$ cat config.mk
export PLATFORM = sky130hd
export DESIGN_NAME = fsel_sequencer
export DESIGN_NICKNAME = d
export VERILOG_FILES = /design/src/verilog/soc_pkg.sv /design/src/verilog/fsel_sequencer.sv
export VERILOG_INCLUDE_DIRS = /design/src /design/src/include
export SDC_FILE = /design/constraint.sdc
export NUM_CORES = 1
export LEC_CHECK = 0
export BUFFER_PORTS_ARGS = -buffer_cell sky130_fd_sc_hd__buf_4
export CORE_MARGIN = 2
export CORE_UTILIZATION = 43
export CTS_CLUSTER_DIAMETER = 40
export DETAILED_ROUTE_END_ITERATION = 10
export PLACE_DENSITY = 0.81
export SLEW_MARGIN = 10
export SYNTH_ARGS = -nofsm -noshare
export SYNTH_HDL_FRONTEND = slang
export SYNTH_SLANG_ARGS = --single-unit
$ cat constraint.sdc
create_clock -name clk48m_i -period 1.9 [get_ports clk48m_i]
set_input_delay 0.19 -clock clk48m_i [delete_from_list [all_inputs] [get_ports clk48m_i]]
set_output_delay 0.19 -clock clk48m_i [all_outputs]
set_load 0.03 [all_outputs]
$ cat src/include/soc_defs.svh
// ----------------------------------------------------------
// SoC bus constants
// region numbers, misc register map, widths and the
// fixed words returned by the system bus
// ----------------------------------------------------------
`ifndef SOC_DEFS_SVH
`define SOC_DEFS_SVH

// bus widths
`define SOC_ADDR_W        32
`define SOC_DATA_W        32
`define SOC_STRB_W        4

// address regions, taken from the top nibble
`define SOC_REGION_MSB    31
`define SOC_REGION_MISC   4'h2
`define SOC_REGION_RAM    4'h4

// misc register word indices, from address bits 6..2
`define SOC_REG_LED        5'd0
`define SOC_REG_BTN        5'd1
`define SOC_REG_SOC_VER    5'd2
`define SOC_REG_FLASH_SEL  5'd13
`define SOC_REG_GENIO_IN   5'd17
`define SOC_REG_GENIO_OUT  5'd18
`define SOC_REG_GENIO_OE   5'd19
`define SOC_REG_GENIO_W2S  5'd20
`define SOC_REG_GENIO_W2C  5'd21

// peripheral widths
`define SOC_GENIO_W       30
`define SOC_LED_W         9
`define SOC_BTN_W         8

// fixed values
`define SOC_RELOAD_MAGIC  24'hD0F1A5
`define SOC_VERSION       32'h0000_0000
`define SOC_BUS_ERR_DATA  32'hDEAD_BEEF
`define SOC_RAM_WORDS     256

`endif

$ cat src/verilog/soc_pkg.sv
// ----------------------------------------------------------
// SoC bus types
// bus words, register index, general I/O vector and the
// flash-select sequencer states
// ----------------------------------------------------------
`default_nettype none

`include "soc_defs.svh"

package soc_pkg;

	typedef logic [`SOC_ADDR_W-1:0] addr_t;
	typedef logic [`SOC_DATA_W-1:0] data_t;
	typedef logic [`SOC_STRB_W-1:0] strb_t;

	// misc register word index
	typedef logic [4:0] reg_idx_t;

	typedef logic [`SOC_GENIO_W-1:0] genio_t;

	typedef enum logic [2:0] {
		fsel_idle,
		fsel_settle,
		fsel_pulse,
		fsel_hold,
		fsel_reload
	} fsel_state_t;

endpackage

`default_nettype wire

$ cat src/verilog/fsel_sequencer.sv
// ----------------------------------------------------------
// Flash select sequencer
// clocks the select flop a few cycles after the write and
// then pulls PROGRAMN low if a reload was requested
// ----------------------------------------------------------
`timescale 1ns/1ps
`default_nettype none

`include "soc_defs.svh"

module fsel_sequencer
	import soc_pkg::*;
	(
	input  wire        clk48m_i,
	input  wire        rst_i,
	input  wire        sel_wr_i,
	input  wire data_t sel_wdata_i,
	output logic       fsel_d_o,
	output logic       fsel_c_o,
	output logic       programn_o
);

	// count values at which the state is left
	localparam logic [2:0] cnt_start = 3'd7;
	localparam logic [2:0] cnt_pulse = 3'd6;
	localparam logic [2:0] cnt_hold  = 3'd3;
	localparam logic [2:0] cnt_last  = 3'd1;

	fsel_state_t state_q;
	logic [2:0]  cnt_q;
	logic        reload_pend_q;
	logic        reload_q;

	always_ff @(posedge clk48m_i) begin
		if (rst_i) begin
			state_q       <= fsel_idle;
			cnt_q         <= '0;
			fsel_d_o      <= 1'b0;
			reload_pend_q <= 1'b0;
			reload_q      <= 1'b0;
		end else if (sel_wr_i) begin
			// a new write restarts the sequence, a pending reload is kept
			fsel_d_o <= sel_wdata_i[0];
			state_q  <= fsel_settle;
			cnt_q    <= cnt_start;
			if (sel_wdata_i[`SOC_DATA_W-1:8] == `SOC_RELOAD_MAGIC) begin
				reload_pend_q <= 1'b1;
			end
		end else begin
			case (state_q)
				fsel_settle: begin
					cnt_q <= cnt_q - 3'd1;
					if (cnt_q == cnt_pulse) begin
						state_q <= fsel_pulse;
					end
				end
				fsel_pulse: begin
					cnt_q <= cnt_q - 3'd1;
					if (cnt_q == cnt_hold) begin
						state_q <= fsel_hold;
					end
				end
				fsel_hold: begin
					cnt_q <= cnt_q - 3'd1;
					if (cnt_q == cnt_last) begin
						state_q  <= reload_pend_q ? fsel_reload : fsel_idle;
						reload_q <= reload_pend_q;
					end
				end
				fsel_idle, fsel_reload: begin
					cnt_q <= '0;
				end
				default: begin
					state_q <= fsel_idle;
				end
			endcase
		end
	end

	// select flop clock, three cycles wide
	assign fsel_c_o   = (state_q == fsel_pulse);
	assign programn_o = ~reload_q;

endmodule

`default_nettype wire

==> metrics.md <==
| Metric | Value |
|---|---|
| EDFF count, synth | `0` |
| Post-DP Area | `803 um^2` |
| Leakage | `0.351 nW` |
| Iter 0 DRT Violations | `18` |
| Synthesis Warnings | `0` |
| Grt total ovfl | `0` |
| Antenna violations before repair | `0` |
| Routed Antenna Nets | `0` |
| Worst path required time | `1710 ps` |
| Post-synthesis cell count | `65` |
| Worst setup path class | `reg -> out` |
| NumNets Final | `135` |
| RSZ-0062 raised after global routing | `false` |
| Final setup violation count | `0` |
| Final instance area | `831 um^2` |
| Maximum clock frequency | `773 MHz` |
| # IOs | `38` |
| Hold Path Class | `in -> reg` |
| Ratio of final minimum period to clock period | `68.1%` |
| Core area | `1280 um^2` |
| H-tree depth | `1` |
| Post-CTS Hold Fix Bufs | `0` |
| Setup TNS | `0 ps` |
| Yosys cell types | `30` |
| Drt pass-1 iters | `4` |
| Max FO, Critical Path | `8` |
| Ys async rst share | `0%` |
| Fillers | `134` |
| Final Max Slew Viols | `0` |
| PwrDens | `541 nW/um^2` |
| Crit-path slowest cell | `dfxtp_1` |
| Most frequent cells in the layout | `30 x buf_4, 9 x dfxtp_1, 6 x a21oi_1, 6 x nor2_1, 5 x inv_1` |
| Post-CTS setup buffer count | `0` |
| Startpoint Class | `flip-flop` |
| Delay-heaviest family, CP | `flip-flops` |
| Pre-CTS setup slack | `619 ps` |
| Max cap viols | `0` |
| VDD IR-drop max | `0.374 mV` |
| Worst setup EP type | `output pin` |
| Row Count | `13` |
| Number of diodes | `0` |
| Cts bufs inserted | `3` |
| Fin. Hold Viols | `0` |
| WL/cell | `11.9 um` |
| Worst skew pair latency | `260 ps` |
| Vias/cell | `5.14` |
| First-pass GRT wire length | `2.08 mm` |
| Critical path, cell by cell | `nor3b_1 > buf_4` |
| Final core utilization | `64.7%` |
| Commonest non-fill, non-tap cell in the layout | `buf_4` |
| CP peak stage delay | `430 ps` |
| Mean Syn Cell Area | `9.03 um^2` |
| Clk_skew | `1.50 ps` |
| Main synth FF type | `dfxtp_1` |
| Relative slew slack | `82.4%` |
| Clock slew at the register clock pins of the worst setup and hold paths | `60 ps` |
| Slew @ Worst Pin | `260 ps` |
| Root Buffer | `clkbuf_4` |
| GPL Wtd Cong | `0.646` |
| Maximum clock path buffer count | `2` |
| Clock tree from TritonCTS | `built` |
| Cell Area, Synth | `587 um^2` |
| Largest net degree at the start of global routing | `11` |
| Seq/Total Area, Yosys | `30.7%` |
| Share of cells above drive strength 1 | `40.0%` |
| Bufs and invs on worst path | `1` |
| FF+latch count, synth | `9` |
| Die height | `40.9 um` |
| Tmin final | `1290 ps` |
| Die W | `40.9 um` |
| PortBufs | `30` |
| Crit path arrival time | `1100 ps` |
| Clock sink total | `9` |
| Number of remaining DRC errors | `0` |
| Status | `complete, no violations` |
| Tot GR Track Use | `19.0%` |
| Mapped Nets | `104` |
| Post-cts sizing count | `0` |
| Setup WS post-layout | `607 ps` |
| Initial Utilization | `45.7%` |
| Power consumption | `0.449 mW` |
| Die area | `1680 um^2` |
| Via count | `565` |
| Final wirelength | `1.31 mm` |
| DP HPWL | `1.07 mm` |
| Layout Area Growth over Synthesis | `41.6%` |
| Vias in the first global route | `493` |
-- layout make-up --
cell class | instances | area [um^2] | share of cell area, %
clock buffer | 3 | 22.5 | 2.71
clock inverter | 1 | 5.00 | 0.602
inverter | 5 | 18.8 | 2.26
multi-input combinational | 47 | 360 | 43.4
sequential | 9 | 180 | 21.7
tap | 15 | 18.8 | 2.26
timing repair buffer | 30 | 225 | 27.1
-- sequential cells by signal, summed over array words and instances (netlist names) --
signal and flops:
state_q 3, fsel_d_o 1, reload_pend_q 1, reload_q 1
cnt_q 3
-- power by group --
part / total [mW] / internal [mW] / switching, mW
clock: 0.149 / 0.0778 / 0.0710
combinational: 0.0932 / 0.0588 / 0.0344
sequential: 0.207 / 0.197 / 0.0108
-- Yosys cell counts (2+ instances only) --
cell      count  area (um^2)
nand2_1       2         7.51
ha_1          4         50.1
nor3_2        2         20.0
inv_1         5         18.8
nand4_1       2         12.5
a21oi_1       6         30.0
nand2b_1      2         12.5
nor3b_1       2         15.0
dfxtp_1       9          180
nand4b_1      2         17.5
nor2b_1       3         18.8
nor2_1        6         22.5
xnor2_1       2         17.5
mux2i_1       2         20.0
-- path summary, 6_finish.rpt --
| check | cells after the start | to | slack [ps] | from |
|---|---|---|---|---|
| max | 2 | fsel_c_o | 610 | state_q[1] |
| min | 3 | fsel_d_o | 160 | sel_wdata_i[0] |
| max reg2reg | 5 | reload_q | 610 | cnt_q[0] |
| min reg2reg | 2 | fsel_d_o | 490 | fsel_d_o |
-- layer usage --
| layer | global-route usage [%] | part of all wire [%] |
|---|---|---|
| met3 | 9.78 | 3.5 |
| met5 | 0 | 0 |
| met4 | 0 | 0 |
| met2 | 30.1 | 55 |
| met1 | 24.2 | 42 |
-- stage by stage --
stage               instances  hold slack [ps]
CTS                       110              155
floorplan                  65              337
detailed placement        106              441
global placement          106              432
finish                    110              164
global route              110              158
-- worst min-delay path, cell delays in order --
cell	delay, ps
buf_4	80
mux2i_1	60
nor2_1	70
-- kinds of logic after synthesis --
group / after synthesis / synth area share [%]
simple gates: 28 / 34.5
compound gates: 11 / 11.9
buf+inv: 9 / 7.89
flops: 9 / 30.7
fa+ha+maj: 4 / 8.53
xor+xnor: 2 / 2.99
mux: 2 / 3.41
(Power assumes the default switching activity.)
