===== src/include/soc_defs.svh =====
// ----------------------------------------------------------
// SoC bus constants
// region numbers, misc register map, widths and the
// fixed words returned by the system bus
// ----------------------------------------------------------
`ifndef SOC_DEFS_SVH
`define SOC_DEFS_SVH

// bus widths
`define SOC_ADDR_W        32
`define SOC_DATA_W        32
`define SOC_STRB_W        4

// address regions, taken from the top nibble
`define SOC_REGION_MSB    31
`define SOC_REGION_MISC   4'h2
`define SOC_REGION_RAM    4'h4

// misc register word indices, from address bits 6..2
`define SOC_REG_LED        5'd0
`define SOC_REG_BTN        5'd1
`define SOC_REG_SOC_VER    5'd2
`define SOC_REG_FLASH_SEL  5'd13
`define SOC_REG_GENIO_IN   5'd17
`define SOC_REG_GENIO_OUT  5'd18
`define SOC_REG_GENIO_OE   5'd19
`define SOC_REG_GENIO_W2S  5'd20
`define SOC_REG_GENIO_W2C  5'd21

// peripheral widths
`define SOC_GENIO_W       30
`define SOC_LED_W         9
`define SOC_BTN_W         8

// fixed values
`define SOC_RELOAD_MAGIC  24'hD0F1A5
`define SOC_VERSION       32'h0000_0000
`define SOC_BUS_ERR_DATA  32'hDEAD_BEEF
`define SOC_RAM_WORDS     256

`endif


===== src/verilog/soc_pkg.sv =====
// ----------------------------------------------------------
// SoC bus types
// bus words, register index, general I/O vector and the
// flash-select sequencer states
// ----------------------------------------------------------
`default_nettype none

`include "soc_defs.svh"

package soc_pkg;

	typedef logic [`SOC_ADDR_W-1:0] addr_t;
	typedef logic [`SOC_DATA_W-1:0] data_t;
	typedef logic [`SOC_STRB_W-1:0] strb_t;

	// misc register word index
	typedef logic [4:0] reg_idx_t;

	typedef logic [`SOC_GENIO_W-1:0] genio_t;

	typedef enum logic [2:0] {
		fsel_idle,
		fsel_settle,
		fsel_pulse,
		fsel_hold,
		fsel_reload
	} fsel_state_t;

endpackage

`default_nettype wire


===== src/verilog/soc_bus_if.sv =====
// ----------------------------------------------------------
// Decoded bus target link
// valid/ready access from the decoder to one target
// ----------------------------------------------------------
`timescale 1ns/1ps
`default_nettype none

interface soc_bus_if
	import soc_pkg::*;
	();

	logic  valid;
	addr_t addr;
	data_t wdata;
	strb_t wstrb;
	data_t rdata;
	logic  ready;

	// decoder side
	modport host (
		output valid, addr, wdata, wstrb,
		input  rdata, ready
	);

	// peripheral side
	modport target (
		input  valid, addr, wdata, wstrb,
		output rdata, ready
	);

endinterface

`default_nettype wire


===== src/verilog/bus_decoder.sv =====
// ----------------------------------------------------------
// System bus address decoder
// routes the host access by region, muxes read data and
// ready, and answers unmapped regions with a bus error
// ----------------------------------------------------------
`timescale 1ns/1ps
`default_nettype none

`include "soc_defs.svh"

module bus_decoder
	import soc_pkg::*;
	(
	input  wire        valid_i,
	input  wire addr_t addr_i,
	input  wire data_t wdata_i,
	input  wire strb_t wstrb_i,
	output data_t      rdata_o,
	output logic       ready_o,
	output logic       bus_error_irq_o,
	soc_bus_if.host    misc_bus,
	soc_bus_if.host    ram_bus
);

	logic [3:0] region;
	logic       hit_misc;
	logic       hit_ram;

	assign region   = addr_i[`SOC_REGION_MSB -: 4];
	assign hit_misc = (region == `SOC_REGION_MISC);
	assign hit_ram  = (region == `SOC_REGION_RAM);

	// request fan-out, only the addressed target sees valid
	assign misc_bus.valid = valid_i && hit_misc;
	assign misc_bus.addr  = addr_i;
	assign misc_bus.wdata = wdata_i;
	assign misc_bus.wstrb = wstrb_i;

	assign ram_bus.valid = valid_i && hit_ram;
	assign ram_bus.addr  = addr_i;
	assign ram_bus.wdata = wdata_i;
	assign ram_bus.wstrb = wstrb_i;

	// unmapped access answers at once and flags the CPU
	assign bus_error_irq_o = valid_i && !hit_misc && !hit_ram;

	always_comb begin
		if (hit_misc) begin
			rdata_o = misc_bus.rdata;
		end else if (hit_ram) begin
			rdata_o = ram_bus.rdata;
		end else begin
			rdata_o = `SOC_BUS_ERR_DATA;
		end
	end

	assign ready_o = misc_bus.ready || ram_bus.ready || bus_error_irq_o;

endmodule

`default_nettype wire


===== src/flat_wrapper.sv =====
// flat-port wrapper written by rule: the top's interface ports become plain ports
module bus_decoder_flat import soc_pkg::*;
  (valid_i, addr_i, wdata_i, wstrb_i, rdata_o, ready_o, bus_error_irq_o, misc_bus_valid, misc_bus_addr, misc_bus_wdata, misc_bus_wstrb, misc_bus_rdata, misc_bus_ready, ram_bus_valid, ram_bus_addr, ram_bus_wdata, ram_bus_wstrb, ram_bus_rdata, ram_bus_ready);
  soc_bus_if misc_bus_i ();
  soc_bus_if ram_bus_i ();
  input  wire valid_i;
  input  wire addr_t addr_i;
  input  wire data_t wdata_i;
  input  wire strb_t wstrb_i;
  output data_t rdata_o;
  output logic ready_o;
  output logic bus_error_irq_o;
  output wire logic [$bits(misc_bus_i.valid)-1:0] misc_bus_valid;
  output wire logic [$bits(misc_bus_i.addr)-1:0] misc_bus_addr;
  output wire logic [$bits(misc_bus_i.wdata)-1:0] misc_bus_wdata;
  output wire logic [$bits(misc_bus_i.wstrb)-1:0] misc_bus_wstrb;
  input wire logic [$bits(misc_bus_i.rdata)-1:0] misc_bus_rdata;
  input wire logic [$bits(misc_bus_i.ready)-1:0] misc_bus_ready;
  output wire logic [$bits(ram_bus_i.valid)-1:0] ram_bus_valid;
  output wire logic [$bits(ram_bus_i.addr)-1:0] ram_bus_addr;
  output wire logic [$bits(ram_bus_i.wdata)-1:0] ram_bus_wdata;
  output wire logic [$bits(ram_bus_i.wstrb)-1:0] ram_bus_wstrb;
  input wire logic [$bits(ram_bus_i.rdata)-1:0] ram_bus_rdata;
  input wire logic [$bits(ram_bus_i.ready)-1:0] ram_bus_ready;
  assign misc_bus_valid = misc_bus_i.valid;
  assign misc_bus_addr = misc_bus_i.addr;
  assign misc_bus_wdata = misc_bus_i.wdata;
  assign misc_bus_wstrb = misc_bus_i.wstrb;
  assign misc_bus_i.rdata = misc_bus_rdata;
  assign misc_bus_i.ready = misc_bus_ready;
  assign ram_bus_valid = ram_bus_i.valid;
  assign ram_bus_addr = ram_bus_i.addr;
  assign ram_bus_wdata = ram_bus_i.wdata;
  assign ram_bus_wstrb = ram_bus_i.wstrb;
  assign ram_bus_i.rdata = ram_bus_rdata;
  assign ram_bus_i.ready = ram_bus_ready;
  bus_decoder u_core (.valid_i(valid_i), .addr_i(addr_i), .wdata_i(wdata_i), .wstrb_i(wstrb_i), .rdata_o(rdata_o), .ready_o(ready_o), .bus_error_irq_o(bus_error_irq_o), .misc_bus(misc_bus_i), .ram_bus(ram_bus_i));
endmodule

===== config.mk =====
export PLATFORM = sky130hd
export DESIGN_NAME = bus_decoder_flat
export DESIGN_NICKNAME = d
export VERILOG_FILES = /design/src/verilog/soc_pkg.sv /design/src/verilog/soc_bus_if.sv /design/src/verilog/bus_decoder.sv /design/src/flat_wrapper.sv
export VERILOG_INCLUDE_DIRS = /design/src /design/src/include
export SDC_FILE = /design/constraint.sdc
export NUM_CORES = 1
export LEC_CHECK = 0
export BUFFER_PORTS_ARGS = -buffer_cell sky130_fd_sc_hd__buf_2
export CORE_AREA = 3 3 117 119
export DETAILED_ROUTE_END_ITERATION = 12
export DIE_AREA = 0 0 120 122
export PLACE_DENSITY = 0.55
export SYNTH_ARGS = -nofsm -noshare
export SYNTH_HDL_FRONTEND = slang
export SYNTH_SLANG_ARGS = --single-unit

===== constraint.sdc =====
create_clock -name vclk -period 1.7
set_input_delay 0.34 -clock vclk [all_inputs]
set_output_delay 0.34 -clock vclk [all_outputs]
set_load 0.02 [all_outputs]

==> results.md <==
* Crit path DAT at 1.67 ns
* Crit-path max FO at 5
* Area grow syn2layout at 29.9%
* Unique masters post-synth at 10
* Yosys top cell area share at 0.708
* Avg Vias per Cell at 3.34
* Area after DPL at 0.00135 mm^2
* Final period util at 1.18
* First-pass GRT wire length at roughly 8500 um
* GRT Overall Usage at 0.0808
* Core footprint at 0.0127 mm^2
* RSZ-0062 raised after global routing: yes
* DRC at 0
* Initial antenna violation count at 1
* Placed instance count at 344
* Routed via count at 1209
* Slew Limit Headroom at 0.881
* Slew @ Worst Pin at 0.178 ns
* Total Power at 357 uW
* DRT antenna net count at 0
* Setup crit end kind: output port
* Final worst slack at -0.310 ns
* Overflow after GRT at 0
* WHS at 0.680 ns
* DIE WIDTH at 120 um
* Pre-antenna DRT Iters at 4
* WL per Instance at about 19 um
* Register area share after synthesis at 0
* Minimum clock period at between 2 and 2.5 ns
* Syn Nets at 317
* Setup TNS at -7.64 ns
* Routability cong. at 0.698
* Final net count at 326
* Pwr Density at 191 mW/mm^2
* # IOs at 307
* CP Launch Type: input pin
* Slew Viols, Final at 0
* Initial Utilization at 0.114
* Row count at between 40 and 50
* Peak supply drop at 38.1 uV
* Crit path required time at approximately 1.4 ns
* Routed wire length at 6750 um
* Fmax at 498 MHz
* Mean post-synth cell area at ~8 um^2
* Initial drt markers at 18
* Sequential cell area at 0 um^2
* Mapped Area at 0.00144 mm^2
* Die area at 0.0146 mm^2
* Post-detail-place hpwl at 4940 um
* Final Hold Vio Count at 0
* Fin cells at 362
* Fillers at 1427
* Outcome: finished, violations left
* Largest net degree at the start of global routing at 9
* Setup Crit Path Kind: in -> out
* Failing checks: negative setup slack
* Post-CTS Hold Buffers at 0
* Pleak at approximately 0.00084 uW
* Layout cells sized above 1 at 0.921
* Multi-input gate area at 470 um^2
* Final Setup Violations at 36
* Count leader, synth: buf_4
* Final sequential cell count at 0
* Number of clock buffers in the layout at 0
* Post-synthesis instance total at 182
* Vias in the first global route at roughly 1300
* MaxCap Viol Count at 0
* Port Buffers at 115
* Final Cell Area at 0.00187 mm^2
* Yosys top cell by area: buf_4
* Min-Delay Path Class: in -> out
* Area contributors post-synth: buf_4, o22a_1, a22o_1
* Synth cell count leaders: buf_4, o22a_1, a22o_1, buf_6
* Die boundary height at 122 um
* Yosys warnings at 0
## cells in the final DEF (no fill, tap or decap), types with 2 or more instances in the layout
cell,count
buf_16,2
buf_4,19
buf_6,45
o22a_2,14
o22a_4,6
buf_8,4
buf_12,2
o22a_1,4
a22o_1,8
or4b_4,3
nor4b_4,2
buf_2,76
## through the flow
| step | utilization | setup slack [ns] |
|---|---|---|
| floorplan | - | -0.0289 |
| global placement | 0.106 | -0.380 |
| finish | 0.148 | -0.310 |
| CTS | 0.140 | -0.324 |
| detailed placement | 0.106 | -0.388 |
| global route | 0.148 | -0.330 |
## power by group
part,leakage (uW),internal (uW),switching (uW),total [uW]
combinational,0.000844,201,156,357
sequential,0,0,0,0
clock,0.00000000634,0.0000786,0,0.0000786
## final timing paths
| kind | to | slack, ns | from | depth (start not counted) |
|---|---|---|---|---|
| max | ready_o | -0.31 | addr_i[28] | 5 |
| min | ram_bus_addr[8] | 0.68 | addr_i[8] | 0 |
## final cells by class
cell class,count,share of cell area
diodes,1,0.00134
well taps,172,0.115
multi-input cells,41,0.251
repair buffers,148,0.633
## layer usage
layer / vias up / GRT usage / part of all wire
met4: 0 / 0.0515 / 0.069
li1: 501 / - / -
met1: 507 / 0.0547 / 0.25
met5: - / 0 / 0
met3: 42 / 0.0302 / 0.13
met2: 159 / 0.175 / 0.55
## cells by family (layout without fill, tap and decap cells)
group	after synthesis	count (layout)	share of synthesized area
AOI/OAI and AO/OA	33	33	0.201
buffers and inverters	142	148	0.751
other	0	1	0
and+or+nand+nor	7	8	0.0477
## critical path, stage by stage
cell,delay (ns)
buf_8,0.10
or4b_4,0.57
buf_12,0.16
a311o_1,0.31
buf_2,0.18
## repair_timing
action | CTS | global route
gates cloned | 5 | 0
gates resized for setup | 77 | 30
buffers inserted | 13 | 0
pin swaps | 19 | 14
endpoints found under the setup margin | 36 | 36
Note: power is estimated with default switching activity, not from simulation.
