==> config.mk <==
export PLATFORM = sky130hd
export DESIGN_NAME = misc_regs_flat
export DESIGN_NICKNAME = d
export VERILOG_FILES = /design/src/verilog/soc_pkg.sv /design/src/verilog/soc_bus_if.sv /design/src/verilog/misc_regs.sv /design/src/flat_wrapper.sv
export VERILOG_INCLUDE_DIRS = /design/src /design/src/include
export SDC_FILE = /design/constraint.sdc
export NUM_CORES = 1
export LEC_CHECK = 0
export BUFFER_PORTS_ARGS = -buffer_cell sky130_fd_sc_hd__buf_2
export CAP_MARGIN = 0
export CORE_AREA = 2 2 96 98
export CTS_CLUSTER_DIAMETER = 50
export DETAILED_ROUTE_END_ITERATION = 10
export DIE_AREA = 0 0 98 100
export PLACE_DENSITY_LB_ADDON = 0.15
export REMOVE_ABC_BUFFERS = 1
export SYNTH_ARGS = -nofsm -noshare
export SYNTH_HDL_FRONTEND = slang
export SYNTH_SLANG_ARGS = --single-unit
==> constraint.sdc <==
create_clock -name clk48m_i -period 2.2 [get_ports clk48m_i]
set_input_delay 0.11 -clock clk48m_i [delete_from_list [all_inputs] [get_ports clk48m_i]]
set_output_delay 0.11 -clock clk48m_i [all_outputs]
set_load 0.05 [all_outputs]
==> src/include/soc_defs.svh <==
// ----------------------------------------------------------
// SoC bus constants
// region numbers, misc register map, widths and the
// fixed words returned by the system bus
// ----------------------------------------------------------
`ifndef SOC_DEFS_SVH
`define SOC_DEFS_SVH

// bus widths
`define SOC_ADDR_W        32
`define SOC_DATA_W        32
`define SOC_STRB_W        4

// address regions, taken from the top nibble
`define SOC_REGION_MSB    31
`define SOC_REGION_MISC   4'h2
`define SOC_REGION_RAM    4'h4

// misc register word indices, from address bits 6..2
`define SOC_REG_LED        5'd0
`define SOC_REG_BTN        5'd1
`define SOC_REG_SOC_VER    5'd2
`define SOC_REG_FLASH_SEL  5'd13
`define SOC_REG_GENIO_IN   5'd17
`define SOC_REG_GENIO_OUT  5'd18
`define SOC_REG_GENIO_OE   5'd19
`define SOC_REG_GENIO_W2S  5'd20
`define SOC_REG_GENIO_W2C  5'd21

// peripheral widths
`define SOC_GENIO_W       30
`define SOC_LED_W         9
`define SOC_BTN_W         8

// fixed values
`define SOC_RELOAD_MAGIC  24'hD0F1A5
`define SOC_VERSION       32'h0000_0000
`define SOC_BUS_ERR_DATA  32'hDEAD_BEEF
`define SOC_RAM_WORDS     256

`endif

==> src/verilog/soc_pkg.sv <==
// ----------------------------------------------------------
// SoC bus types
// bus words, register index, general I/O vector and the
// flash-select sequencer states
// ----------------------------------------------------------
`default_nettype none

`include "soc_defs.svh"

package soc_pkg;

	typedef logic [`SOC_ADDR_W-1:0] addr_t;
	typedef logic [`SOC_DATA_W-1:0] data_t;
	typedef logic [`SOC_STRB_W-1:0] strb_t;

	// misc register word index
	typedef logic [4:0] reg_idx_t;

	typedef logic [`SOC_GENIO_W-1:0] genio_t;

	typedef enum logic [2:0] {
		fsel_idle,
		fsel_settle,
		fsel_pulse,
		fsel_hold,
		fsel_reload
	} fsel_state_t;

endpackage

`default_nettype wire

==> src/verilog/soc_bus_if.sv <==
// ----------------------------------------------------------
// Decoded bus target link
// valid/ready access from the decoder to one target
// ----------------------------------------------------------
`timescale 1ns/1ps
`default_nettype none

interface soc_bus_if
	import soc_pkg::*;
	();

	logic  valid;
	addr_t addr;
	data_t wdata;
	strb_t wstrb;
	data_t rdata;
	logic  ready;

	// decoder side
	modport host (
		output valid, addr, wdata, wstrb,
		input  rdata, ready
	);

	// peripheral side
	modport target (
		input  valid, addr, wdata, wstrb,
		output rdata, ready
	);

endinterface

`default_nettype wire

==> src/verilog/misc_regs.sv <==
// ----------------------------------------------------------
// Misc register block
// LED, buttons, version/trace, general I/O and the
// flash-select write capture; zero wait state access
// ----------------------------------------------------------
`timescale 1ns/1ps
`default_nettype none

`include "soc_defs.svh"

module misc_regs
	import soc_pkg::*;
	(
	input  wire                  clk48m_i,
	input  wire                  rst_i,
	soc_bus_if.target            bus,
	input  wire [`SOC_BTN_W-1:0] btn_i,
	input  wire genio_t          genio_in_i,
	output logic [`SOC_LED_W-1:0] led_o,
	output genio_t               genio_out_o,
	output genio_t               genio_oe_o,
	output logic                 trace_en_o,
	input  wire                  fsel_d_i,
	output logic                 sel_wr_o,
	output data_t                sel_wdata_o
);

	reg_idx_t              reg_idx;
	logic                  wr_en;
	genio_t                wr_genio;
	logic [`SOC_BTN_W-1:0] btn_n;

	assign reg_idx  = bus.addr[6:2];
	assign wr_genio = bus.wdata[`SOC_GENIO_W-1:0];
	// buttons are active low on the board
	assign btn_n    = ~btn_i;

	// every access completes in the cycle it is presented
	assign bus.ready = bus.valid;
	assign wr_en     = bus.valid && (bus.wstrb != '0);

	// ------------------------------------------------------------
	// register writes
	// ------------------------------------------------------------
	always_ff @(posedge clk48m_i) begin
		if (rst_i) begin
			led_o       <= '0;
			trace_en_o  <= 1'b0;
			genio_out_o <= '0;
			genio_oe_o  <= '0;
		end else if (wr_en) begin
			case (reg_idx)
				`SOC_REG_LED: begin
					led_o <= bus.wdata[`SOC_LED_W-1:0];
				end
				`SOC_REG_SOC_VER: begin
					trace_en_o <= bus.wdata[0];
				end
				`SOC_REG_GENIO_OUT: begin
					genio_out_o <= wr_genio;
				end
				`SOC_REG_GENIO_OE: begin
					genio_oe_o <= wr_genio;
				end
				// set and clear aliases only touch the ones written
				`SOC_REG_GENIO_W2S: begin
					genio_out_o <= genio_out_o | wr_genio;
				end
				`SOC_REG_GENIO_W2C: begin
					genio_out_o <= genio_out_o & ~wr_genio;
				end
				default: begin
					led_o <= led_o;
				end
			endcase
		end
	end

	// flash select is sequenced elsewhere, hand over the raw write
	assign sel_wr_o    = wr_en && (reg_idx == `SOC_REG_FLASH_SEL);
	assign sel_wdata_o = bus.wdata;

	// ------------------------------------------------------------
	// read mux
	// ------------------------------------------------------------
	always_comb begin
		case (reg_idx)
			`SOC_REG_LED:       bus.rdata = data_t'(led_o);
			`SOC_REG_BTN:       bus.rdata = data_t'(btn_n);
			`SOC_REG_SOC_VER:   bus.rdata = `SOC_VERSION;
			`SOC_REG_FLASH_SEL: bus.rdata = data_t'(fsel_d_i);
			`SOC_REG_GENIO_IN:  bus.rdata = data_t'(genio_in_i);
			`SOC_REG_GENIO_OUT: bus.rdata = data_t'(genio_out_o);
			`SOC_REG_GENIO_OE:  bus.rdata = data_t'(genio_oe_o);
			default:            bus.rdata = '0;
		endcase
	end

endmodule

`default_nettype wire

==> src/flat_wrapper.sv <==
// flat-port wrapper written by rule: the top's interface ports become plain ports
module misc_regs_flat import soc_pkg::*;
  (clk48m_i, rst_i, btn_i, genio_in_i, led_o, genio_out_o, genio_oe_o, trace_en_o, fsel_d_i, sel_wr_o, sel_wdata_o, bus_valid, bus_addr, bus_wdata, bus_wstrb, bus_rdata, bus_ready);
  soc_bus_if bus_i ();
  input  wire clk48m_i;
  input  wire rst_i;
  input  wire [`SOC_BTN_W-1:0] btn_i;
  input  wire genio_t genio_in_i;
  output logic [`SOC_LED_W-1:0] led_o;
  output genio_t genio_out_o;
  output genio_t genio_oe_o;
  output logic trace_en_o;
  input  wire fsel_d_i;
  output logic sel_wr_o;
  output data_t sel_wdata_o;
  input wire logic [$bits(bus_i.valid)-1:0] bus_valid;
  input wire logic [$bits(bus_i.addr)-1:0] bus_addr;
  input wire logic [$bits(bus_i.wdata)-1:0] bus_wdata;
  input wire logic [$bits(bus_i.wstrb)-1:0] bus_wstrb;
  output wire logic [$bits(bus_i.rdata)-1:0] bus_rdata;
  output wire logic [$bits(bus_i.ready)-1:0] bus_ready;
  assign bus_i.valid = bus_valid;
  assign bus_i.addr = bus_addr;
  assign bus_i.wdata = bus_wdata;
  assign bus_i.wstrb = bus_wstrb;
  assign bus_rdata = bus_i.rdata;
  assign bus_ready = bus_i.ready;
  misc_regs u_core (.clk48m_i(clk48m_i), .rst_i(rst_i), .bus(bus_i), .btn_i(btn_i), .genio_in_i(genio_in_i), .led_o(led_o), .genio_out_o(genio_out_o), .genio_oe_o(genio_oe_o), .trace_en_o(trace_en_o), .fsel_d_i(fsel_d_i), .sel_wr_o(sel_wr_o), .sel_wdata_o(sel_wdata_o));
endmodule
==> impl_results.md <==
* Status: complete, no violations
* Design Area, Final at 0.00468 mm²
* First-pass DRT Iterations at 5
* ANT nets after route at 0
* CP Launch Type: input pin
* Sw Ratio at 28.4%
* Vias in the first global route at 3488
* CP most frequent cell: buf_2
* CTS Sinks at 70
* PD cells at 647 mW/mm²
* GPL Wtd Cong at 0.781
* Netlist area before placement at 0.00356 mm²
* Rel. slew slack at 51.4%
* Sequential-to-total area share from yosys stat at 39.3%
* First-pass GRT wire length at 18100 µm
* Grt total ovfl at 0
* Power consumption at 3.03 mW
* Min Hold Slack at 23.3 ps
* Most frequent cells in the layout: buf_2 (212), nand2_1 (80), dfxtp_1 (70)
* Starting Density at 40.1%
* Routed WL at 11800 µm
* Final setup fails at 0
* CP Cell Sequence: buf_2 > or2_1 > nor3_2 > buf_4 > a222oi_1 > inv_1 > buf_2
* Core Footprint at 0.00889 mm²
* Hold crit path type: in2reg
* Reg power frac at 42.5%
* CTS H-tree depth at 3
* Unrepaired setup endpoints after global routing: no
* Final period util at 80.8%
* Non-Filler Instances at 713
* Clk pin slew, worst setup/hold paths at 80 ps
* Main synth FF type: dfxtp_1
* Post-synth EDFFs at 0
* Pleak at 2.37 nW
* Hold-fix buffers, CTS at 0
* Std cell rows at 35
* Total CTS buffers at 9
* Largest net degree at the start of global routing at 71
* Max Cap Viol at 0
* Logic pwr share at 15.9%
* Placed cells at 697
* DIE AREA at 0.00980 mm²
* Drt wl/cell at 16.5 µm
* Avg Cell Area, Syn at 8.31 µm²
* Synth cell types at 34
* NetSw at 0.861 mW
* Vias per cell at 5.57
* Internal power at 2.17 mW
* Most common cell after layout, fill and taps aside: buf_2
* Ports at 246
* Post-CTS setup buffers at 0
* Post-route DRC at 0
* Crit-path max FO at 17
* Vias at 3972
* Share of flip-flops with an asynchronous set or reset at 0%
* Final min period at 1780 ps
* Share of layout cells above drive strength 1 at 42.2%
* Worst slew pin tran at 729 ps
* Die Ht at 100 µm
* CTS max path bufs at 2
* Max incr delay on CP at 370 ps
* Final Max Slew Viols at 0
* Post_cts resized at 0
* Syn Inst Count at 429
* Peak supply drop at 0.301 mV
* WP data required at 2090 ps
* All-layer global routing usage at 23.0%
* Layout Nets at 707
* Critical setup path kind: in2out
* N_diodes at 0
* Initial drt markers at 219
* Clk_lat worst skew at 340 ps
* Post-DP Area at 0.00445 mm²
* Clk network pwr share at 41.5%
* CP max-delay cell: or2_1
* Worst Skew at 0 ps
* Initial antenna violation count at 0
* #FFs+latches synth at 70
* CTS tree: done
* CTS Root Buffer Type: clkbuf_8
* Final hold violation count at 0
* Crit. End Element: primary output
* FMAX at 563 MHz
* I/O Buffers at 212
* Layout area overhead at 31.4%
* Die width at 98 µm
* HPWL after DPL at 8360 µm
* Yosys warns at 0
* Critical Path AT at 1670 ps
path summary, 6_finish.rpt:
check,from,endpoint,slack (ps),cells after the start
setup reg to reg,u_core.genio_oe_o[21],u_core.genio_oe_o[21],1540,2
setup / recovery,bus_addr[5],bus_rdata[12],420,7
hold reg to reg,u_core.genio_oe_o[0],u_core.genio_oe_o[0],470,2
hold / removal,bus_wdata[18],u_core.genio_out_o[18],20,2
routing by layer:
metal / vias up / part of all wire (%) / track usage (%)
met4: 0 / 0.75 / 7.37
met2: 219 / 47 / 37.0
met5: - / 0 / 0
li1: 1872 / - / -
met3: 10 / 9.3 / 5.29
met1: 1871 / 43 / 30.9
stage by stage:
stage / utilization [%] / setup slack [ps] / TNS (ps)
after floorplan: - / -1010 / -48150
after global placement: 50.0 / 403 / 0
after detailed placement: 50.0 / 396 / 0
after CTS: 52.7 / 405 / 0
after global routing: 52.7 / 276 / 0
final: 52.7 / 423 / 0
flip-flops by register name, summed over array words and instances, names as in the netlist:
signal              cells
u_core.led_o            9
u_core.genio_oe_o      30
u_core.trace_en_o       1
u_core.genio_out_o     30
power groups by stage:
stage | clock network, mW | logic (mW) | registers (mW)
global route | 1.33 | 0.510 | 1.29
CTS | 1.27 | 0.483 | 1.29
floorplan | 0 | 0.123 | 1.36
global placement | 0 | 0.476 | 1.32
detailed placement | 0 | 0.482 | 1.32
finish | 1.26 | 0.483 | 1.29
cell families after synthesis:
group / Yosys count / synth area share [%]
AO/OA/AOI/OAI: 141 / 29.6
AND/OR/NAND/NOR: 119 / 15.0
buffers and inverters: 96 / 15.5
flip-flops: 70 / 39.3
XOR/XNOR: 1 / 0.246
multiplexers: 1 / 0.281
other: 1 / 0.105
synthesized netlist by cell type (2+ instances only):
master,instances,area [µm²]
buf_2,9,45.0
nor2_1,2,7.51
nand3_1,12,60.1
dfxtp_1,70,1400
o22ai_1,30,188
or3b_2,2,17.5
buf_6,5,56.3
nor4_1,2,12.5
nand2_1,80,300
or2_1,2,12.5
clkbuf_1,21,78.8
a22oi_1,8,60.1
and2_1,2,12.5
a222oi_1,22,220
inv_1,22,82.6
a221oi_1,8,70.1
a22o_1,30,263
a21oi_1,40,200
or2b_1,2,15.0
nor3_1,10,50.1
buf_4,37,278
layout make-up:
type                            instances  area [µm²]
Sequential cell                        70        1400
Multi-Input combinational cell        264        1630
Timing Repair Buffer                  230        1200
Tap cell                              111         139
Clock inverter                          6         110
Fill cell                             917        4210
Clock buffer                           10         128
Inverter                               22        82.6
worst max-delay path: cells and delay by family:
kind                   cells  cell delay, ps
and+or+nand+nor            2             460
AOI/OAI and AO/OA          1             360
buffers and inverters      4             730
Power figures use the tool's default switching activity.
